[src/shared_fifo_pkg.sv]
////////////////////
// Shared multi-FIFO package
// Sizes and index types used by every block of the shared FIFO
////////////////////

package shared_fifo_pkg;

  // Number of logical FIFOs that share the data RAM
  localparam int num_fifos_c = 4;

  // Number of shared RAM entries
  localparam int depth_c = 16;

  // Width of one data word
  localparam int width_c = 16;

  // Entry index into the RAM and the next-pointer table
  localparam int entry_w = $clog2(depth_c);

  // A per-FIFO count must be able to hold every entry, so one extra bit
  localparam int count_w = $clog2(depth_c + 1);

  // Logical FIFO selector carried with each push
  localparam int fid_w = $clog2(num_fifos_c);

  typedef logic [entry_w-1:0] entry_t;
  typedef logic [count_w-1:0] count_t;
  typedef logic [fid_w-1:0]   fid_t;

endpackage

[src/shared_fifo_free_list.sv]
////////////////////
// Shared FIFO free list
// One free bit per RAM entry, hands out the lowest free entry
////////////////////

`timescale 1ns/1ps

module shared_fifo_free_list import shared_fifo_pkg::*; #(
  parameter int depth = depth_c
) (
  input  logic   clk,
  input  logic   rst_n,
  output logic   alloc_valid,
  input  logic   alloc_ready,
  output entry_t alloc_entry,
  input  logic   dealloc_valid,
  input  entry_t dealloc_entry
);

  // A set bit marks an entry that is free to hand out
  logic [depth-1:0] free_q;
  logic [depth-1:0] alloc_mask;
  logic [depth-1:0] dealloc_mask;

  // Scan from the top down so the lowest free entry wins
  always_comb begin
    alloc_entry = '0;
    for (int i = depth - 1; i >= 0; i--) begin
      if (free_q[i]) begin
        alloc_entry = entry_t'(i);
      end
    end
  end

  // Something is on offer as long as one entry is free
  assign alloc_valid = |free_q;

  always_comb begin
    alloc_mask   = '0;
    dealloc_mask = '0;
    if (alloc_valid && alloc_ready) begin
      alloc_mask[alloc_entry] = 1'b1;
    end
    if (dealloc_valid) begin
      dealloc_mask[dealloc_entry] = 1'b1;
    end
  end

  // An entry in use is never freed and handed out in the same cycle
  always_ff @(posedge clk or negedge rst_n) begin
    if (!rst_n) begin
      free_q <= '1;
    end else begin
      free_q <= (free_q & ~alloc_mask) | dealloc_mask;
    end
  end

endmodule

[config.mk]
export PLATFORM = sky130hd
export DESIGN_NAME = shared_fifo_free_list
export DESIGN_NICKNAME = d
export VERILOG_FILES = /design/src/shared_fifo_pkg.sv /design/src/shared_fifo_free_list.sv
export SDC_FILE = /design/constraint.sdc
export NUM_CORES = 1
export LEC_CHECK = 0
export BUFFER_PORTS_ARGS = -buffer_cell sky130_fd_sc_hd__buf_2
export CORE_MARGIN = 5
export CORE_UTILIZATION = 40
export CTS_CLUSTER_DIAMETER = 150
export CTS_CLUSTER_SIZE = 28
export DETAILED_ROUTE_END_ITERATION = 10
export SLEW_MARGIN = 20
export SYNTH_ARGS = -nofsm -noshare
export SYNTH_HDL_FRONTEND = slang
export SYNTH_SLANG_ARGS = --single-unit
[constraint.sdc]
create_clock -name clk -period 4.9 [get_ports clk]
set_input_delay 0.245 -clock clk [delete_from_list [all_inputs] [get_ports clk]]
set_output_delay 0.245 -clock clk [all_outputs]
set_load 0.01 [all_outputs]
# --- Word level (Yosys, flattened, before mapping) ---
# Cells that the tools add are included.
word_totals:
  regBits: 16
  latchBits: 0
  ram_bits: 0
  mem_bits_ro: 0
  output_inout_bits: 5
  word_cells: 34
  n_memories: 0
op_classes:
  n_addsub: 0
  multipliers: 0
  div: 0
  magnitude_cmp: 4
  n_eq_ne: 0
  shifts: 0
  muxes: 22
  bitwise_logic: 3
  n_reduce_logical: 4
op_table:
  columns: ["op", "count"]
  rows:
  - ["$mux 4", 16]
  - ["$mux 16", 2]
  - ["$and 16x16->16", 1]
  - ["$not 16->16", 1]
  - ["$or 16x16->16", 1]
  - ["$reduce_or 16->1", 1]
  - ["$lt 4x5->1 const B", 2]
  - ["$demux 1 s4", 2]
  - ["$ge 4x1->1 const B", 2]
  - ["$logic_and 1x1->1", 3]
  - ["$mux 1", 2]

# --- Longest topological paths before layout ---
logic_depth:
  depth_word: 24
  mapped_depth: 6
  ltp_nobuf: 5

# --- Worst setup path before layout ---
# OpenSTA, ideal clock, no wires.
synth_timing:
  kind: "register -> register"
  from: "register free_q[2]"
  to: "register free_q[12]"
  setup_time_ns: 0.080
  t_arrival_ns: 1.666
  path_slack_ns: 3.154
  stages_incl_launch_ff: 7
  n_path_buf: 1
  synth_period_minus_slack_ns: 1.746
  path_cell_list: "dfstp_2 -> buf_4 -> nor4_4 -> nand3_2 -> o21bai_1 -> or3_1 -> o22a_1"
synth_between:
  elab_chain_cells: 11
synth_lines:
  columns: ["item", "line", "source"]
  rows:
  - ["start: declaration", "shared_fifo_free_list.sv:21", "logic [depth-1:0] free_q;"]
  - ["start signal: assignment", "shared_fifo_free_list.sv:54", "free_q <= (free_q & ~alloc_mask) | dealloc_mask;"]
  - ["$mux 4 (3 in a row)", "shared_fifo_free_list.sv:29", "if (free_q[i]) begin"]
  - ["$lt 4x5->1 (not written as such) or $ge 4x1->1 (tied branches)", "shared_fifo_free_list.sv:42", "alloc_mask[alloc_entry] = 1'b1;"]
  - ["$logic_and 1x1->1 (not written as such)", "shared_fifo_free_list.sv:42", null]
  - ["$mux 1 (not written as such)", "shared_fifo_free_list.sv:42", null]
  - ["$demux 1 s4", "shared_fifo_free_list.sv:42", null]
  - ["$mux 16 (*)", "shared_fifo_free_list.sv:41", "if (alloc_valid && alloc_ready) begin"]
  - ["$not 16->16 (*)", "shared_fifo_free_list.sv:54", null]
  - ["$and 16x16->16 (*)", "shared_fifo_free_list.sv:54", null]
  - ["$or 16x16->16 (*)", "shared_fifo_free_list.sv:54", null]
# Mark *: on every way between the ends. The rest lies on a longest branch, timed or not.

# --- Worst setup path in the final report ---
layout_timing:
  from: "register free_q[13]"
  to: "output alloc_entry[0]"
layout_between:
  elab_chain_cells: 14
layout_lines:
  columns: ["item", "line", "source"]
  rows:
  - ["$mux 4 (14 in a row)", "shared_fifo_free_list.sv:29", null]
  - ["end: declaration", "shared_fifo_free_list.sv:15", "output entry_t alloc_entry,"]
# Every way passes these cells.

==> results by group <==
Finish
  • Area of the multi-input gates: 560.5 um2
  • FF+latch area: 420.4 um2
  • Share of post-route cells with drive strength above 1: 26.81%
  • P&R area growth vs syn: 9.842%
  • # nets final: 148
  • Max reg flops: 16
  • Antenna cells: 0
  • # fillers: 253
  • Largest register by flop count: free_q
  • Leading registers by flop count: free_q: 16 flops

Setup path
  • Req. time, crit path: 4660 ps
  • Crit start category: flop
  • Slowest stage delay, CP: 580 ps
  • CP max-delay cell: dfstp_2
  • Worst path cell trace: nor2_1 > a221oi_1 > o221ai_1 > a21oi_1 > buf_2
  • Critical Path AT: 2210 ps
  • R2R setup slack: 2940 ps
  • Critical path endpoint category: output pin
  • Crit-path max FO: 5
  • CP Class: flop to output pin

Route
  • DR vias/cell: 5.863
  • Drt drc: 0
  • Drt wl/cell: 15.79 um
  • DR vias: 985
  • Antenna viol nets, final: 0
  • Total Wirelength: 2652 um
  • Drt pass-1 iters: 4
  • Iter 0 DRT Violations: 51

Logic synthesis
  • Seq/Total Area, Yosys: 40.83%
  • Top cells by area, synth: dfstp_2, nor2_1, a21oi_1
  • Post-Synthesis Cells: 125
  • Yosys top cell by area: dfstp_2
  • Synth Cell Area: 1030 um2
  • Mean Syn Cell Area: 8.238 um2
  • Ys Warns: 0
  • Synth async-reset ratio: 100.0%
  • Ys flop type: dfstp_2
  • #FFs+latches synth: 16
  • Synth top area share: 40.83%
  • Synth top cells by count: nor2_1, dfstp_2, nand2_1, a21oi_1
  • Syn Nets: 133
  • Most frequent cell after synthesis: nor2_1
  • Cell variety after synth: 35
  • Post-synth EDFFs: 0

CTS
  • CTS Buffer Depth: 2
  • CTS sink cnt: 16
  • Worst-Skew Late Latency: 280 ps
  • Root Driver: clkbuf_4
  • Num CTS Buffers: 3
  • CTS tree: built
  • # hold bufs at CTS: 0
  • Clk pin slew, worst setup/hold paths: 90 ps
  • Post-cts gate resize count: 0
  • Post-CTS Setup Bufs: 0
  • H-tree lvl count: 1

STA
  • Post-route clock period utilization: 50.07%
  • Setup ws final: 2447 ps
  • Hold Fails Final Rpt: 0
  • F_max: 407.6 MHz
  • Fin Setup TNS: 0 ps
  • Fin Clk Skew: 2.572 ps
  • Slew Limit Fails: 0
  • Unrepaired setup endpoints after global routing: no
  • Relative slew slack: 61.86%
  • Setup violators final: 0
  • Worst slew pin tran: 564.2 ps
  • Worst hold margin: 135.9 ps
  • Tmin final: 2453 ps

GRT
  • First-pass GRT wire length: 4229 um
  • Vias in the first global route: 896
  • Overflow after GRT: 0
  • Antenna violations before repair: 0
  • GRT Resource Usage Total: 15.56%
  • Maximum number of pins on one net before global-route repair: 17

Floorplan
  • Die area: 3689 um2
  • DIE HEIGHT: 60.74 um
  • Initial Util: 41.57%
  • Width of the die: 60.74 um
  • Core Area: 2477 um2
  • I/O Pins: 13
  • FP Rows: 18

Power and ir drop
  • Final Total Pwr: 493.1 uW
  • Pwr Density: 436.0 nW/um2
  • Leakage: 0.0004441 uW
  • Max IR drop VDD: 0.2713 mV

Run status
  • Status: finished clean

Placement
  • Port Buffer Count: 12
  • Pre-CTS WS: 2753 ps
  • Hpwl dp: 2065 um
  • Final GP Congestion: 1.035

Min path
  • Hold WC Path Type: primary input to async pin

Flow run
  • Max-Cap Viols: 0
==> metrics by stage <==
step                      util, %  area, um2  cells
after floorplan                 -       1030    125
after global placement      44.75       1109    165
after detailed placement    44.75       1109    165
after CTS                   45.66       1131    168
after global routing        45.66       1131    168
final                       45.66       1131    168
==> where the power goes <==
group	switching [uW]	internal, uW	leakage, uW
logic	114	78.6	0.000263
registers	44.6	189	0.000167
clock network	38.5	28.5	0.0000138
total	197	296	0.000444
==> critical path: cells and delay by family (launching register included) <==
kind	cells	cell delay (ps)
and+or+nand+nor	1	50
AOI/OAI and AO/OA	3	1070
buffers and inverters	1	220
DFF	1	580
==> path summary, 6_finish.rpt <==
check,end,depth (start not counted),startpoint
max in group asynchronous,free_q[15],1,rst_n
max,alloc_entry[0],5,free_q[13]
max reg2reg,free_q[7],5,free_q[15]
min in group clk,free_q[0],2,alloc_ready
min,free_q[1],1,rst_n
min reg2reg,free_q[14],2,free_q[14]
==> layout by cell type (no fill, tap or decap), types with 2 or more instances in the layout <==
cell type and instances:
clkbuf_4 3, o31ai_1 2, nor4_1 2, buf_2 12, o21ai_0 8, dfstp_2 16
a21boi_0 3, nand2b_1 3, o221ai_1 2, nand2_1 12, nor3_1 7, nand3_1 5
nor2_1 24, inv_1 8, a21oi_1 11
==> kinds of logic after synthesis <==
kind of cell	after synthesis	synth area share [%]
DFF	16	40.83
and+or+nand+nor	63	31.47
AOI/OAI and AO/OA	36	22.97
buffers and inverters	10	4.739
==> routing by layer <==
metal  GRT usage [%]  vias to the layer above  part of all wire (%)
met5               0                        -                     0
met4           7.121                        0                  0.83
met3           2.128                        2                   7.5
met2           22.44                       40                    45
met1           22.91                      458                    47
li1                -                      485                     -
==> area by class of cell <==
class | instances | share of cell area, %
clock buffer | 3 | 1.991
timing repair buffer | 12 | 5.310
tap | 30 | 3.319
inverter | 8 | 2.655
sequential | 16 | 37.17
multi-input combinational | 99 | 49.56
(Power assumes the default switching activity.)
