File: src/shared_fifo_pkg.sv
////////////////////
// Shared multi-FIFO package
// Sizes and index types used by every block of the shared FIFO
////////////////////

package shared_fifo_pkg;

  // Number of logical FIFOs that share the data RAM
  localparam int num_fifos_c = 4;

  // Number of shared RAM entries
  localparam int depth_c = 16;

  // Width of one data word
  localparam int width_c = 16;

  // Entry index into the RAM and the next-pointer table
  localparam int entry_w = $clog2(depth_c);

  // A per-FIFO count must be able to hold every entry, so one extra bit
  localparam int count_w = $clog2(depth_c + 1);

  // Logical FIFO selector carried with each push
  localparam int fid_w = $clog2(num_fifos_c);

  typedef logic [entry_w-1:0] entry_t;
  typedef logic [count_w-1:0] count_t;
  typedef logic [fid_w-1:0]   fid_t;

endpackage

File: src/shared_fifo_if.sv
////////////////////
// Shared FIFO interfaces
// Per-FIFO head handshake and the single RAM read port
////////////////////

`timescale 1ns/1ps

// Head of each logical FIFO as offered by the list controller
interface head_if import shared_fifo_pkg::*; #(
  parameter int num_fifos = num_fifos_c
) ();

  logic   [num_fifos-1:0] head_valid;
  logic   [num_fifos-1:0] head_ready;
  entry_t [num_fifos-1:0] head;
  logic   [num_fifos-1:0] ram_empty;
  count_t [num_fifos-1:0] ram_items;

  modport source (output head_valid, head, ram_empty, ram_items, input head_ready);
  modport sink (input head_valid, head, ram_empty, ram_items, output head_ready);

endinterface


File: src/shared_fifo_list_ctrl.sv
////////////////////
// Shared FIFO list controller
// Accepts pushes, writes the RAM and keeps a linked list per FIFO
////////////////////

`timescale 1ns/1ps

module shared_fifo_list_ctrl import shared_fifo_pkg::*; #(
  parameter int num_fifos = num_fifos_c,
  parameter int depth     = depth_c,
  parameter int width     = width_c
) (
  input  logic             clk,
  input  logic             rst_n,
  input  logic             push_valid,
  output logic             push_ready,
  input  fid_t             push_fid,
  input  logic [width-1:0] push_data,
  input  logic             alloc_valid,
  output logic             alloc_ready,
  input  entry_t           alloc_entry,
  output logic             wr_en,
  output entry_t           wr_addr,
  output logic [width-1:0] wr_data,
  head_if.source           head_bus
);

  // Next pointer of each entry, valid only while the entry is linked
  entry_t next_q [depth];

  entry_t [num_fifos-1:0] tail_all;
  count_t [num_fifos-1:0] count_all;
  logic                   push_fire;
  logic   [num_fifos-1:0] pop_fire;

  // A push can go as soon as the free list has an entry to give
  assign push_ready  = alloc_valid;
  assign alloc_ready = push_valid;
  assign push_fire   = push_valid && alloc_valid;

  // The pushed word lands in the entry that was just allocated
  assign wr_en   = push_fire;
  assign wr_addr = alloc_entry;
  assign wr_data = push_data;

  assign pop_fire = head_bus.head_valid & head_bus.head_ready;

  // Hang the new entry behind the current tail of a non-empty list.
  // When the only item is popped in the same cycle this write lands on a
  // dead entry and is overwritten before that entry is linked again
  always_ff @(posedge clk) begin
    if (push_fire && (count_all[push_fid] != '0)) begin
      next_q[tail_all[push_fid]] <= alloc_entry;
    end
  end

  for (genvar f = 0; f < num_fifos; f++) begin : g_fifo
    entry_t head_q;
    entry_t tail_q;
    count_t count_q;
    logic   push_here;
    logic   take_head;

    assign push_here = push_fire && (push_fid == fid_t'(f));

    // The new entry is also the head if the list is empty after any pop
    assign take_head = push_here &&
                       ((count_q == '0) || ((count_q == count_t'(1)) && pop_fire[f]));

    always_ff @(posedge clk or negedge rst_n) begin
      if (!rst_n) begin
        head_q  <= '0;
        tail_q  <= '0;
        count_q <= '0;
      end else begin
        if (take_head) begin
          head_q <= alloc_entry;
        end else if (pop_fire[f]) begin
          head_q <= next_q[head_q];
        end
        if (push_here) begin
          tail_q <= alloc_entry;
        end
        count_q <= count_q + count_t'(push_here) - count_t'(pop_fire[f]);
      end
    end

    assign tail_all[f]  = tail_q;
    assign count_all[f] = count_q;

    // Head shows up the cycle after the push that filled the list
    assign head_bus.head_valid[f] = (count_q != '0);
    assign head_bus.head[f]       = head_q;
    assign head_bus.ram_empty[f]  = (count_q == '0);
    assign head_bus.ram_items[f]  = count_q;
  end

endmodule

File: src/flat_wrapper.sv
// flat-port wrapper written by rule: the top's interface ports become plain ports
module shared_fifo_list_ctrl_flat import shared_fifo_pkg::*;
#(
  parameter int num_fifos = num_fifos_c,
  parameter int depth     = depth_c,
  parameter int width     = width_c
)
  (clk, rst_n, push_valid, push_ready, push_fid, push_data, alloc_valid, alloc_ready, alloc_entry, wr_en, wr_addr, wr_data, head_bus_head_valid, head_bus_head, head_bus_ram_empty, head_bus_ram_items, head_bus_head_ready);
  head_if #(.num_fifos(num_fifos)) head_bus_i ();
  input  logic clk;
  input  logic rst_n;
  input  logic push_valid;
  output logic push_ready;
  input  fid_t push_fid;
  input  logic [width-1:0] push_data;
  input  logic alloc_valid;
  output logic alloc_ready;
  input  entry_t alloc_entry;
  output logic wr_en;
  output entry_t wr_addr;
  output logic [width-1:0] wr_data;
  output wire logic [$bits(head_bus_i.head_valid)-1:0] head_bus_head_valid;
  output wire logic [$bits(head_bus_i.head)-1:0] head_bus_head;
  output wire logic [$bits(head_bus_i.ram_empty)-1:0] head_bus_ram_empty;
  output wire logic [$bits(head_bus_i.ram_items)-1:0] head_bus_ram_items;
  input wire logic [$bits(head_bus_i.head_ready)-1:0] head_bus_head_ready;
  assign head_bus_head_valid = head_bus_i.head_valid;
  assign head_bus_head = head_bus_i.head;
  assign head_bus_ram_empty = head_bus_i.ram_empty;
  assign head_bus_ram_items = head_bus_i.ram_items;
  assign head_bus_i.head_ready = head_bus_head_ready;
  shared_fifo_list_ctrl #(.num_fifos(num_fifos), .depth(depth), .width(width)) u_core (.clk(clk), .rst_n(rst_n), .push_valid(push_valid), .push_ready(push_ready), .push_fid(push_fid), .push_data(push_data), .alloc_valid(alloc_valid), .alloc_ready(alloc_ready), .alloc_entry(alloc_entry), .wr_en(wr_en), .wr_addr(wr_addr), .wr_data(wr_data), .head_bus(head_bus_i));
endmodule
File: config.mk
export PLATFORM = sky130hd
export DESIGN_NAME = shared_fifo_list_ctrl_flat
export DESIGN_NICKNAME = d
export VERILOG_FILES = /design/src/shared_fifo_pkg.sv /design/src/shared_fifo_if.sv /design/src/shared_fifo_list_ctrl.sv /design/src/flat_wrapper.sv
export SDC_FILE = /design/constraint.sdc
export NUM_CORES = 1
export LEC_CHECK = 0
export BUFFER_PORTS_ARGS = -buffer_cell sky130_fd_sc_hd__buf_2
export CELL_PAD_IN_SITES_DETAIL_PLACEMENT = 1
export CELL_PAD_IN_SITES_GLOBAL_PLACEMENT = 1
export CORE_MARGIN = 1.5
export CORE_UTILIZATION = 51
export CTS_CLUSTER_DIAMETER = 50
export DETAILED_ROUTE_END_ITERATION = 12
export PLACE_DENSITY_LB_ADDON = 0.12
export SLEW_MARGIN = 20
export SYNTH_ARGS = -nofsm -noshare
export SYNTH_HDL_FRONTEND = slang
export SYNTH_SLANG_ARGS = --single-unit
File: constraint.sdc
create_clock -name clk -period 4.1 [get_ports clk]
set_input_delay 0.82 -clock clk [delete_from_list [all_inputs] [get_ports clk]]
set_output_delay 0.82 -clock clk [all_outputs]
set_load 0.01 [all_outputs]
Word level (Yosys, flattened, before mapping)
Memory sizes are Yosys's and may differ from the RTL's.
Index checks and enable logic that the tools add are counted.
{ "op_classes": {"add_sub_neg": 8, "mul": 0, "div_mod_pow": 0, "magnitude_cmp": 1, "n_eq_ne": 7, "shift": 0, "muxes": 14, "n_bitwise": 1, "n_reduce_logical": 32} }
{ "ops": {"columns": ["cell", "count"], "rows": [
  ["$mux W4", 9],
  ["$reduce_bool A5 Y1", 5],
  ["$add A5 B1 Y5", 4],
  ["$eq A5 B1 Y1 const B", 4],
  ["$logic_not A5 Y1", 4],
  ["$sub A5 B1 Y5", 4],
  ["$logic_and A1 B1 Y1", 14],
  ["$bmux W5 S2", 1],
  ["$bmux W4 S2", 1],
  ["$reduce_bool A2 Y1", 4],
  ["$mux W5", 1],
  ["$and A4 B4 Y4", 1],
  ["$eq A2 B2 Y1 const B", 2],
  ["$logic_or A1 B1 Y1", 4],
  ["$lt A2 B3 Y1 const B", 1],
  ["$eq A2 B1 Y1 const B", 1],
  ["$logic_not A2 Y1", 1],
  ["$mux W1", 2]
]} }
{ "totals": {"reg_bits": 52, "latch_bits": 0, "ram_bits": 64, "mem_bits_ro": 0, "inputBits": 30, "out_inout_bits": 67, "elab_cells": 76, "mem_count": 1} }
{ "memory_table": {"columns": ["memory", "depth", "width", "read_ports", "rd_clocked_by_memory_dff", "wr", "line", "source"], "rows": [
  ["u_core.next_q", 16, 4, 4, 0, 1, "shared_fifo_list_ctrl.sv:29", "entry_t next_q [depth];"]
]} }

Longest topological paths before layout
{ "logic_depth": {"depth_word": 6, "depth_mapped": 15, "mapped_depth_nobuf": 14} }

Least setup slack after synthesis
No wires, ideal clock.
{ "synth_path": {"path_kind": "reg2reg", "from": "register u_core.g_fifo[3].count_q[3]", "to": "register u_core.g_fifo[3].count_q[4]", "setup_ns": 0.123, "arrival_time_ns": 2.739, "required_time_ns": 3.977, "setup_slack_ns": 1.238, "stages_incl_launch_ff": 15, "n_path_buf": 1, "period_less_slack_ns": 2.862, "cell_sequence": "dfrtp_1 > inv_1 > ha_1 > or3b_1 > clkbuf_1 > nor2_1 > nor2b_1 > ha_1 > inv_1 > ha_1 > fa_1 > a21oi_1 > nor2_1 > nor2_1 > xnor2_1"} }
{ "synth_between": {"elab_chain_cells": 3, "word_cells_on_any_way": 4, "cone_classes": "add/sub (2); bitwise (1); reduce/logical (1)"} }
{ "synth_lines": {"columns": ["item", "line", "source"], "rows": [
  ["start: declaration", "shared_fifo_list_ctrl.sv:60", "count_t count_q;"],
  ["start signal: assignment", "shared_fifo_list_ctrl.sv:84", "count_q <= count_q + count_t'(push_here) - count_t'(pop_fire[f]);"],
  ["parallel branches: the longest is 2 deep, another holds $add A5 B1 Y5", null, null],
  ["$sub A5 B1 Y5 *", "shared_fifo_list_ctrl.sv:84", null]
]} }
Mark *: on every way between the ends.
A chain may end at the register's enable or synchronous reset.

Worst setup path in the final report
{ "layout_path": {"from": "register u_core.g_fifo[1].count_q[3]", "to": "register u_core.g_fifo[1].count_q[4]"} }
{ "layout_between": {"elab_chain_cells": 3, "word_cells_on_any_way": 4, "cone_classes": "add/sub (2); bitwise (1); reduce/logical (1)"} }
{ "layout_lines": {"columns": ["item", "line"], "rows": [
  ["start: declaration", "shared_fifo_list_ctrl.sv:60"],
  ["start signal: assignment", "shared_fifo_list_ctrl.sv:84"],
  ["parallel branches: the longest is 2 deep, another holds $add A5 B1 Y5", null],
  ["$sub A5 B1 Y5 *", "shared_fifo_list_ctrl.sv:84"]
]} }
Marked as above.

==> impl_metrics.yaml <==
outcome:
  status: "finished clean"
drt:
  antenna_left: 0
  postRouteWirelength_mm: 24.5
  vias: 5679
  drc: 0
  via_per_inst: 6.88
  drt_pass1_iterations: 5
  wl_per_cell_um: 29.7
  drtIter0Drc: 524
worst_setup_path:
  reg2reg_depth: 14
  crit_family: "adder cells"
  crit_path_end_kind: "flop"
  startpoint_type: "flop"
  crit_required_ns: 4.44
  cp.depth: 14
  crit_top_cell: "inv_1"
  slowest_stage: "or4b_1"
  path_buf_inv: 5
  worstPathArrival_ns: 3.47
  cp_cell_sequence: "inv_1 > ha_1 > or4b_1 > nand2_1 > inv_1 > ha_1 > inv_1 > ha_1 > inv_1 > fa_1 > inv_1 > a21oi_1 > o21bai_1 > xnor2_1"
  path_class: "flop to flop"
  critPathMaxStageDelay_ns: 0.56
  cp_max_fo: 4
finish:
  syn2layout_area_growth_pct: 12.1
  postLayoutCellArea_um2: 8330
  drive_gt1_share_pct: 22.4
  diodes: 0
  nets: 691
  n_fill_cell: 1451
  fin_util_pct: 59.3
grt:
  grt_pass1_vias: 5901
  antenna_found_initial: 1
  grt_first_pass_wirelength_mm: 36.7
  grt_overflow: 0
  grt_max_degree: 34
  grt_usage_pct: 34.1
power:
  leakage_uw: 0.00337
  powerDensity_nw_per_um2: 781
  ir_worst_vdd_mv: 0.439
yosys:
  synth-seq-area-share_pct: 43.4
  synth_flop_cell: "edfxtp_1"
  synth_cell_type_count: 51
  syn_avg_cell_area_um2: 12.4
  ys_warn_count: 0
  netlist_instances: 597
  yosys-top-cells-count: "edfxtp_1 (64), nand2_1 (64), dfrtp_1 (52)"
  synth_nets: 655
  synth.top_cells.by_area: "edfxtp_1 (26%), dfrtp_1 (18%), mux4_2 (12%), mux4_1 (8.5%), ha_1 (4.0%)"
  ys_seq_elements: 116
  syn_area_um2: 7430
  synth_edf_count: 64
  synth_top_area_cell: "edfxtp_1"
  async_reset_ff_share_pct: 44.8
  synth_top_area_share_pct: 25.9
place:
  dp.final_hpwl_mm: 17.3
  gp_congestion: 0.905
  pre_cts_slack_ns: 1.01
  numPortBuffers: 64
  place_area_um2: 7660
clock_tree:
  clk-insertion-delay-late_ns: 0.42
  h-tree-depth: 4
  cts_resized: 0
  post_cts_buffers: 0
  cts_tree: "yes"
  cts-buffers-inserted: 17
  cts_sinks: 116
  cts_hold_buf: 0
  path_clk_slew_ns: 0.05
  clock-root-buffer: "clkbuf_16"
  ctsLongestPathBuffers: 2
timing:
  holdWs_ns: 0.485
  post-route-min-period_ns: 3.13
  max_clock_freq_mhz: 319
  rsz0062_at_grt: "false"
  final_max_slew_viol_count: 0
  period_share_pct: 76.4
  final-setup-viol-count: 0
  final.setup.tns_ns: 0
  fin_ws_ns: 0.969
  slew_headroom_pct: 38.8
  fin_skew_ns: 0.0103
  worstMarginPinSlew_ns: 0.918
  final_hold_viol_count: 0
die:
  core_um2: 14000
  pin_count: 97
  die_w_um: 124
  num_rows: 43
  fp.dieArea_um2: 15300
  start_util_pct: 52.9
  fp.dieH_um: 124
hold_path:
  hold_path_class: "input pin to async pin"
run:
  cap_violations: 0
cells in the final DEF (no fill, tap or decap), types with 16 or more instances in the layout:
master	n
ha_1	24
mux4_1	24
mux2i_1	17
dfrtp_1	52
a21oi_1	25
nor2_1	18
inv_1	37
nand3_1	35
nand2_1	64
mux4_2	38
a22oi_1	16
edfxtp_1	64
clkbuf_16	17
buf_2	64
nor3_1	16
layout make-up:
cell class | instances | area, um2 | area share [%]
repair buffers | 73 | 388 | 4.66
multi-input cells | 382 | 3660 | 43.9
clock buffers | 20 | 437 | 5.24
clock inverters | 12 | 234 | 2.81
flip-flops and latches | 116 | 3220 | 38.7
inverters | 43 | 161 | 1.94
well taps | 180 | 225 | 2.70
through the flow:
step                      total power, uW  instances
after floorplan                      3850        597
after global placement               4550        794
after detailed placement             4720        794
after CTS                            6480        826
after global routing                 6790        826
final                                6500        826
routing by layer:
layer	share of wire, %	track usage, %
met3	8.9	10.0
met1	38	43.1
met4	4.7	18.1
met5	0	0
met2	49	53.3
worst reg2reg max path: cells and delay by family (launching register included):
kind	cells	cell delay (ns)
XOR/XNOR	1	0.13
AND/OR/NAND/NOR	2	0.73
buffers and inverters	5	0.43
adder cells (fa/ha/maj)	4	1.11
AO/OA/AOI/OAI	2	0.21
flip-flops	1	0.44
cells by family after synthesis:
kind of cell | synth area share (%)
buffers and inverters | 7.43
DFF | 43.4
and+or+nand+nor | 11.3
AOI/OAI and AO/OA | 8.27
muxes | 22.6
adders and majority gates | 5.12
xor gates and xnor gates | 1.89
sequential cells by signal, summed over array words and instances (netlist names):
signal                 flops
u_core.g_fifo.count_q     20
u_core.next_q             64
u_core.g_fifo.head_q      16
u_core.g_fifo.tail_q      16
power by group:
part	internal, uW	switching (uW)	total (uW)
Sequential	1470	606	2080
Combinational	1290	1420	2710
Clock	1190	522	1710
worst paths after layout:
path,startpoint,to,slack [ns]
worst max register to register,u_core.g_fifo[1].count_q[3],u_core.g_fifo[1].count_q[4],0.97
max in group asynchronous,rst_n,u_core.g_fifo[1].head_q[3],2.87
min in group clk,u_core.g_fifo[2].tail_q[2],u_core.g_fifo[2].tail_q[2],0.50
worst min register to register,u_core.g_fifo[2].tail_q[2],u_core.g_fifo[2].tail_q[2],0.50
worst max-delay path,u_core.g_fifo[1].count_q[3],u_core.g_fifo[1].count_q[4],0.97
worst min-delay path,rst_n,u_core.g_fifo[2].count_q[3],0.49
(Power assumes the default switching activity.)
