## config.mk

```make
export PLATFORM = sky130hd
export DESIGN_NAME = shared_fifo_data_ram_flat
export DESIGN_NICKNAME = d
export VERILOG_FILES = /design/src/shared_fifo_pkg.sv /design/src/shared_fifo_if.sv /design/src/shared_fifo_data_ram.sv /design/src/flat_wrapper.sv
export SDC_FILE = /design/constraint.sdc
export NUM_CORES = 1
export LEC_CHECK = 0
export ABC_CLOCK_PERIOD_IN_PS = 5800
export BUFFER_PORTS_ARGS = -buffer_cell sky130_fd_sc_hd__clkbuf_2
export CORE_ASPECT_RATIO = 1.4
export CORE_UTILIZATION = 60
export DETAILED_ROUTE_END_ITERATION = 16
export PLACE_DENSITY = 0.8
export SYNTH_ARGS = -nofsm -noshare
export SYNTH_HDL_FRONTEND = slang
export SYNTH_SLANG_ARGS = --single-unit
```

## constraint.sdc

```tcl
create_clock -name clk -period 5.8 [get_ports clk]
set_input_delay 1.16 -clock clk [delete_from_list [all_inputs] [get_ports clk]]
set_output_delay 1.16 -clock clk [all_outputs]
set_load 0.03 [all_outputs]
```

## src/shared_fifo_pkg.sv

```systemverilog
////////////////////
// Shared multi-FIFO package
// Sizes and index types used by every block of the shared FIFO
////////////////////

package shared_fifo_pkg;

  // Number of logical FIFOs that share the data RAM
  localparam int num_fifos_c = 4;

  // Number of shared RAM entries
  localparam int depth_c = 16;

  // Width of one data word
  localparam int width_c = 16;

  // Entry index into the RAM and the next-pointer table
  localparam int entry_w = $clog2(depth_c);

  // A per-FIFO count must be able to hold every entry, so one extra bit
  localparam int count_w = $clog2(depth_c + 1);

  // Logical FIFO selector carried with each push
  localparam int fid_w = $clog2(num_fifos_c);

  typedef logic [entry_w-1:0] entry_t;
  typedef logic [count_w-1:0] count_t;
  typedef logic [fid_w-1:0]   fid_t;

endpackage

```

## src/shared_fifo_if.sv

```systemverilog


// Read port of the data RAM, data comes back one cycle after the address
interface ram_rd_if import shared_fifo_pkg::*; #(
  parameter int width = width_c
) ();

  logic             rd_addr_valid;
  entry_t           rd_addr;
  logic             rd_data_valid;
  logic [width-1:0] rd_data;

  modport requester (output rd_addr_valid, rd_addr, input rd_data_valid, rd_data);
  modport responder (input rd_addr_valid, rd_addr, output rd_data_valid, rd_data);

endinterface

```

## src/shared_fifo_data_ram.sv

```systemverilog
////////////////////
// Shared FIFO data RAM
// One write port and one registered read port
////////////////////

`timescale 1ns/1ps

module shared_fifo_data_ram import shared_fifo_pkg::*; #(
  parameter int depth = depth_c,
  parameter int width = width_c
) (
  input  logic             clk,
  input  logic             wr_en,
  input  entry_t           wr_addr,
  input  logic [width-1:0] wr_data,
  ram_rd_if.responder      rd_bus
);

  logic [width-1:0] mem [depth];

  always_ff @(posedge clk) begin
    if (wr_en) begin
      mem[wr_addr] <= wr_data;
    end
  end

  // Read data and its valid follow the address by exactly one cycle.
  // The read entry is always allocated and the written one free, so the
  // two ports never touch the same word in one cycle
  always_ff @(posedge clk) begin
    rd_bus.rd_data_valid <= rd_bus.rd_addr_valid;
    if (rd_bus.rd_addr_valid) begin
      rd_bus.rd_data <= mem[rd_bus.rd_addr];
    end
  end

endmodule

```

## src/flat_wrapper.sv

```systemverilog
// flat-port wrapper written by rule: the top's interface ports become plain ports
module shared_fifo_data_ram_flat import shared_fifo_pkg::*;
#(
  parameter int depth = depth_c,
  parameter int width = width_c
)
  (clk, wr_en, wr_addr, wr_data, rd_bus_rd_addr_valid, rd_bus_rd_addr, rd_bus_rd_data_valid, rd_bus_rd_data);
  ram_rd_if #(.width(width)) rd_bus_i ();
  input  logic clk;
  input  logic wr_en;
  input  entry_t wr_addr;
  input  logic [width-1:0] wr_data;
  input wire logic [$bits(rd_bus_i.rd_addr_valid)-1:0] rd_bus_rd_addr_valid;
  input wire logic [$bits(rd_bus_i.rd_addr)-1:0] rd_bus_rd_addr;
  output wire logic [$bits(rd_bus_i.rd_data_valid)-1:0] rd_bus_rd_data_valid;
  output wire logic [$bits(rd_bus_i.rd_data)-1:0] rd_bus_rd_data;
  assign rd_bus_i.rd_addr_valid = rd_bus_rd_addr_valid;
  assign rd_bus_i.rd_addr = rd_bus_rd_addr;
  assign rd_bus_rd_data_valid = rd_bus_i.rd_data_valid;
  assign rd_bus_rd_data = rd_bus_i.rd_data;
  shared_fifo_data_ram #(.depth(depth), .width(width)) u_core (.clk(clk), .wr_en(wr_en), .wr_addr(wr_addr), .wr_data(wr_data), .rd_bus(rd_bus_i));
endmodule
```

# Yosys cells after proc, flatten, opt, wreduce, memory -nomap -nowiden
# Memories as Yosys holds them, arrays and structs flattened. A register that Yosys moved wholly into a read port is not among the register bits.
# Cells that the tools add are included.
op_classes:
  n_mux: 2
ops:
  columns: ["operator", "count"]
  rows:
  - ["two-way mux 1 bit", 2]
word_totals:
  register_bits: 1
  ram_bits: 256
  inputBits: 27
  out_inout_bits: 17
  mem_count: 1
mem_list:
  columns: ["name", "words", "width", "rd", "rd_clocked_by_memory_dff", "wr", "line", "text"]
  rows:
  - ["u_core.mem", 16, 16, 1, 1, 1, "shared_fifo_data_ram.sv:19", "logic [width-1:0] mem [depth];"]

# Depth between registers and ports, before layout
# Gate-level depths: netlist (run 1).
depth:
  word_depth: 2
  mapped_depth: 5
  mapped_depth_nobuf: 3

# Worst setup path after synthesis (run 1)
# OpenSTA, ideal clock, no wires.
synth_timing:
  kind: "input-to-reg"
  from: "input wr_addr[2]"
  to: "memory u_core.mem[0][0] (netlist bit) (enable)"
  arrival_ns: 2.806
  required_ns: 5.391
  slack_ns: 2.585
  stages: 2
  path_buffers: 0
  cell_sequence: "or3b_2 -> nor3_1"
synth_lines:
  columns: ["item", "line", "text"]
  rows:
  - ["start, declared", "flat_wrapper.sv:11", "input entry_t wr_addr;"]
  - ["end, declared", "shared_fifo_data_ram.sv:19", null]
# No word-level cell before the write port.

==> flow_metrics.env, run 1 <==
export IMPL_synth_avg_cell_area_um2=23.61
export IMPL_pre_cts_ws_ns=2.245
export IMPL_peakVddDrop_uv=291.6
export IMPL_violations="DRC"
export IMPL_cp_required_ns=6.04
export IMPL_finalSetupViolations=0
export IMPL_finalWorstSetupSlack_ns=2.782
export IMPL_path_cells="buf_4, buf_4, mux4_2, a22oi_1, nand2_1"
export IMPL_ioPinCount=44
export IMPL_holdBufCountCts=0
export IMPL_final_setup_tns_ns=0
export IMPL_p_per_area_nw_per_um2=340.5
export IMPL_post_cts_resized=0
export IMPL_fin_crit_ns=3.018
export IMPL_grt_max_degree=46
export IMPL_max_cap_violations=0
export IMPL_routedWlPerCell_um=29.76
export IMPL_p_leak_uw=0.003716
export IMPL_synth_edff_count=272
export IMPL_hold_depth=3
export IMPL_dieArea_um2=17570
export IMPL_finalMaxSlewViolations=0
export IMPL_endpoint_kind="flip-flop"
export IMPL_syn_nets=460
export IMPL_syn_area_um2=10220
export IMPL_nFillCells=959
export IMPL_cts_buffer_depth=3
export IMPL_cts_buffers=23
export IMPL_clk_latency_ns=0.50
export IMPL_layout_drive_gt1_share=0.3158
export IMPL_critPathMaxStageDelay_ns=0.63
export IMPL_grt_pass1_vias=5027
export IMPL_synth_most_common_cell="edfxtp_1"
export IMPL_ant_nets=0
export IMPL_finalInstanceArea_um2=11460
export IMPL_synth_ff_type="edfxtp_1"
export IMPL_synth_area_top_cells="edfxtp_1, mux4_2, mux4_1, a22oi_1, nand2_1"
export IMPL_hold_viol=0
export IMPL_worstSetupPathType="input pin to flip-flop"
export IMPL_routed_wl_um=21310
export IMPL_synth_seq_cells=273
export IMPL_cts_htree_levels=1
export IMPL_dpl_instance_area_um2=10760
export IMPL_yosysWarningCount=0
export IMPL_outcome="complete, but fails checks"
export IMPL_grt_pass1_wl_um=30860
export IMPL_cts_tree="built"
export IMPL_via_per_inst=6.767
export IMPL_cp_depth=5
export IMPL_synth_distinct_cells=19
export IMPL_critPathSlowestCell="buf_4"
export IMPL_grt_usage=0.2520
export IMPL_first_pass_iters=10
export IMPL_final_cells=716
export IMPL_async_reset_ff_frac=0
export IMPL_start_kind="input pin"
export IMPL_clk_pin_slew_ns=0.06
export IMPL_fin_worst_skew_ns=0.005976
export IMPL_core_area_um2=16750
export IMPL_die_x_um=112.3
export IMPL_cpLargestDelayFamily="buffers and inverters"
export IMPL_period_share=0.5204
export IMPL_maxSlewHeadroom=0.2218
export IMPL_vias=4845
export IMPL_insertedDiodeCount=0
export IMPL_overflow=0
export IMPL_start_util=0.6105
export IMPL_utilization=0.6842
export IMPL_antenna_found_initial=0
export IMPL_drt_iter0_markers=391
export IMPL_numPortBuffers=43
export IMPL_netlist_instances=433
export IMPL_cp_num_buf_inv=2
export IMPL_rows=56
export IMPL_drc=4
export IMPL_die_h_um=156.5
export IMPL_critPathMaxFanout=45
export IMPL_hpwl_um=10890
export IMPL_placedCellCount=676
export IMPL_reg2reg_depth=3
export IMPL_cts_root_buffer="clkbuf_16"
export IMPL_cpMostUsedCell="buf_4"
export IMPL_hp_class="flip-flop to flip-flop"
export IMPL_worst_pin_slew_ns=1.166
export IMPL_synth_common_cells="edfxtp_1, mux4_2, a22oi_1, nand2_1, nor2_1"
export IMPL_rrSetupSlack_ns=4.24
export IMPL_synth_top_area_cell="edfxtp_1"
export IMPL_max_freq_mhz=331.3
export IMPL_yosysTopAreaCellShare=0.7989
export IMPL_cts_setup_buffers=0
export IMPL_rsz0062_at_grt="no"
export IMPL_yosysSeqAreaShare=0.8009
export IMPL_synthToLayoutAreaGrowth_pct=12.07
export IMPL_cts_num_sinks=273
export IMPL_arrival_ns=3.26
export IMPL_final_nets=525
export IMPL_gp_routability_congestion=0.7040
==> power breakdown <==
part           internal (µW)  switching (µW)  leakage (µW)
Clock                    821             638      0.000340
Combinational           77.2             130      0.000895
Sequential              2220            13.9       0.00248
Total                   3120             782       0.00372
==> per-stage QoR <==
stage / power (µW) / hold slack, ns
after CTS: 3920 / 0.7579
after global placement: 2469 / 0.7270
after floorplan: 2400 / 0.7103
after global routing: 4005 / 0.7865
final: 3901 / 0.7529
after detailed placement: 2481 / 0.7398
==> kinds of logic (layout without fill, tap and decap cells) <==
family | after synthesis | after routing | synth area share
simple gates | 43 | 43 | 0.01885
compound gates | 32 | 32 | 0.02350
flops | 273 | 273 | 0.8009
buf+inv | 21 | 101 | 0.01212
mux | 64 | 64 | 0.1447
==> final timing paths <==
check | start | endpoint
worst max register to register | u_core.mem[10][4] | u_core.rd_bus.rd_data[4]
worst max-delay path | rd_bus_rd_addr[0] | u_core.rd_bus.rd_data[7]
worst min-delay path | u_core.mem[4][13] | u_core.rd_bus.rd_data[13]
worst min register to register | u_core.mem[4][13] | u_core.rd_bus.rd_data[13]
==> sequential cells by signal, indices dropped and copies added (netlist names) <==
name and count:
u_core.rd_bus.rd_data_valid 1, u_core.rd_bus.rd_data 16, u_core.mem 256
==> tightest hold or removal path, stage by stage (launching register included) <==
cell and delay, ns:
edfxtp_1 0.32, mux4_2 0.22, a22oi_1 0.06, nand2_1 0.06
==> layout make-up <==
cell class,count,area [µm²],area share
multi-input combinational,139,1962,0.1712
clock buffer,31,605.6,0.05286
tap,203,254.0,0.02217
sequential,273,8188,0.7146
timing repair buffer,61,352.8,0.03080
clock inverter,9,95.09,0.008300
==> metal layers <==
| layer | wire (µm) | track usage |
|---|---|---|
| met5 | 0 | 0 |
| met4 | 756 | 0.1156 |
| met3 | 1667 | 0.03950 |
| met2 | 11390 | 0.4428 |
| met1 | 7493 | 0.3110 |
==> placed cells by master, fill, tap and decap left out, drive strengths merged, types with 4 or more instances in the layout <==
| cell | count |
|---|---|
| nand2 | 17 |
| clkinv | 6 |
| nor2 | 13 |
| edfxtp | 272 |
| mux4 | 64 |
| a22oi | 32 |
| clkbuf | 73 |
| buf | 19 |
| nor3 | 4 |
Power figures use the tool's default switching activity.
==> run 2, diff against run 1 <==
- ABC_CLOCK_PERIOD_IN_PS: 5800 -> 2550
- CORE_UTILIZATION: 60 -> 55
- PLACE_DENSITY: 0.8 -> 0.77
- clock period: 5.8 -> 2.55 ns (I/O delays scaled with it)
==> run 2 against run 1 <==
  * The run now ends clean
  * Via count decreased by 2.3%
  * Final area increased by 2.4%
  * Sequential share of layout area decreased by 1.7 points
  * Sequential power increased by 130%
  * Clock skew increased by 0.0050 ns
  * Die area increased by 8.9%
  * First-iteration DRC count increased by 35%
  * Global-route usage decreased by 1.4 points
  * Critical path type is now flip-flop to output port
  * Critical endpoint is now rd_bus_rd_data[8]
  * Highest routed layer unchanged
==> flow_metrics.env, run 2 (same netlist as run 1, synthesis figures left out) <==
export IMPL_outcome="finished, final reports clean"
export IMPL_worst_pin_slew_ns=0.6582
export IMPL_crit_end="rd_bus_rd_data[8]"
export IMPL_cts_buffer_depth=3
export IMPL_p_leak_uw=0.003825
export IMPL_grt_max_degree=65
export IMPL_endpoint_kind="output port"
export IMPL_wl_met1_um=7930
export IMPL_worstSetupPathType="flip-flop to output port"
export IMPL_max_cap_violations=0
export IMPL_overflow=0
export IMPL_die_x_um=117.2
export IMPL_largest_register="u_core.mem"
export IMPL_finalSetupViolations=0
export IMPL_cts_tree="built"
export IMPL_critPathSlowestCell="edfxtp_1"
export IMPL_numPortBuffers=43
export IMPL_first_pass_iters=4
export IMPL_peakVddDrop_uv=440.2
export IMPL_rows=58
export IMPL_holdBufCountCts=0
export IMPL_gp_routability_congestion=0.7118
export IMPL_cts_buffers=25
export IMPL_layout_drive_gt1_share=0.3333
export IMPL_placedCellCount=719
export IMPL_grt_pass1_vias=5065
export IMPL_period_share=0.6653
export IMPL_reg2reg_depth=3
export IMPL_arrival_ns=1.19
export IMPL_ant_nets=0
export IMPL_max_freq_mhz=589.4
export IMPL_critPathMaxStageDelay_ns=0.44
export IMPL_drc=0
export IMPL_wl_met2_um=11110
export IMPL_largest_reg_flops=256
export IMPL_multi_input_area_um2=1962
export IMPL_r2r_end="u_core.rd_bus.rd_data[4]"
export IMPL_post_cts_resized=0
export IMPL_dieArea_um2=19150
export IMPL_cpLargestDelayFamily="flip-flops"
export IMPL_hp_class="input pin to flip-flop"
export IMPL_cp_required_ns=2.04
export IMPL_cp_num_buf_inv=1
export IMPL_finalMaxSlewViolations=0
export IMPL_clk_pin_slew_ns=0.06
export IMPL_whs_ns=0.3699
export IMPL_vias=4732
export IMPL_r2r_start="u_core.mem[2][4]"
export IMPL_final_setup_tns_ns=0
export IMPL_final_nets=533
export IMPL_top_regs="u_core.mem x256, u_core.rd_bus.rd_data x16, u_core.rd_bus.rd_data_valid x1"
export IMPL_start_kind="flip-flop"
export IMPL_routed_top_layer="met4"
export IMPL_crit_path_start="u_core.rd_bus.rd_data[8]"
export IMPL_fin_crit_ns=1.697
export IMPL_grt_usage=0.2381
export IMPL_fin_worst_skew_ns=0.01100
export IMPL_rsz0062_at_grt="no"
export IMPL_start_util=0.5658
export IMPL_via_per_inst=6.178
export IMPL_cts_num_sinks=273
export IMPL_ioPinCount=44
export IMPL_drt_iter0_markers=526
export IMPL_finalInstanceArea_um2=11730
export IMPL_routedWlPerCell_um=27.72
export IMPL_grt_pass1_wl_um=31260
export IMPL_final_cells=766
export IMPL_clk_latency_ns=0.53
export IMPL_final_common_cell="edfxtp_1"
export IMPL_seq_area_um2=8188
export IMPL_routed_wl_um=21230
export IMPL_core_area_um2=18070
export IMPL_die_h_um=163.3
export IMPL_nFillCells=1099
export IMPL_dpl_instance_area_um2=10920
export IMPL_maxSlewHeadroom=0.5612
export IMPL_rrSetupSlack_ns=1.08
export IMPL_cts_setup_buffers=0
export IMPL_routed_wl_met3_um=1438
export IMPL_cts_htree_levels=1
export IMPL_final_cell_mix="edfxtp_1, mux4_2, clkbuf_2, a22oi_1, clkbuf_16"
export IMPL_p_per_area_nw_per_um2=787.6
export IMPL_cts_root_buffer="clkbuf_16"
export IMPL_antenna_found_initial=0
export IMPL_hold_viol=0
export IMPL_cp_depth=1
export IMPL_path_cells="clkbuf_2"
export IMPL_synthToLayoutAreaGrowth_pct=14.77
export IMPL_critPathMaxFanout=1
export IMPL_hpwl_um=11280
## run 2: cell types whose count changed in the layout (fill, tap and decap cells not counted), sizes merged
cell    change
bufinv      +1
clkbuf      -1
buf         +6
diode       +1
inv         +1
clkinv      +5
## run 2: worst min path at each step
stage                                    start                          end  slack, ns  cells past startpoint
after detailed placement     u_core.mem[14][9]     u_core.rd_bus.rd_data[9]       0.73                      3
after floorplan           rd_bus_rd_addr_valid  u_core.rd_bus.rd_data_valid       0.54                      0
after global routing               wr_data[12]           u_core.mem[13][12]       0.39                      1
after global placement       u_core.mem[15][4]     u_core.rd_bus.rd_data[4]       0.72                      3
final                              wr_data[10]           u_core.mem[13][10]       0.37                      1
after CTS                          wr_data[12]           u_core.mem[13][12]       0.37                      1
## run 2: routing by layer
metal,GRT usage,vias to the layer above
met3,0.03302,48
met1,0.3133,2448
met4,0.09724,0
met2,0.4008,237
met5,0,-
li1,-,1999
## run 2: layout make-up
| type | instances | area share |
|---|---|---|
| antenna | 1 | 0.0002133 |
| clock buffer | 30 | 0.05492 |
| clock inverter | 16 | 0.01397 |
| multi-input combinational | 139 | 0.1672 |
| sequential | 273 | 0.6978 |
| tap | 240 | 0.02559 |
| timing repair buffer | 67 | 0.04031 |
## run 2: through the flow
step	total power (µW)	utilization	setup slack, ns
floorplan	5459	-	0.2854
global placement	5637	0.6045	0.3517
detailed placement	5661	0.6045	0.2976
CTS	9290	0.6492	0.8406
global route	9481	0.6492	0.7209
finish	9241	0.6494	0.8535
## run 2: report_power, final
part,switching (µW),internal [µW],total [µW]
Clock,1560,2120,3680
Sequential,32.4,5050,5090
Combinational,293,186,479
Total,1890,7350,9240
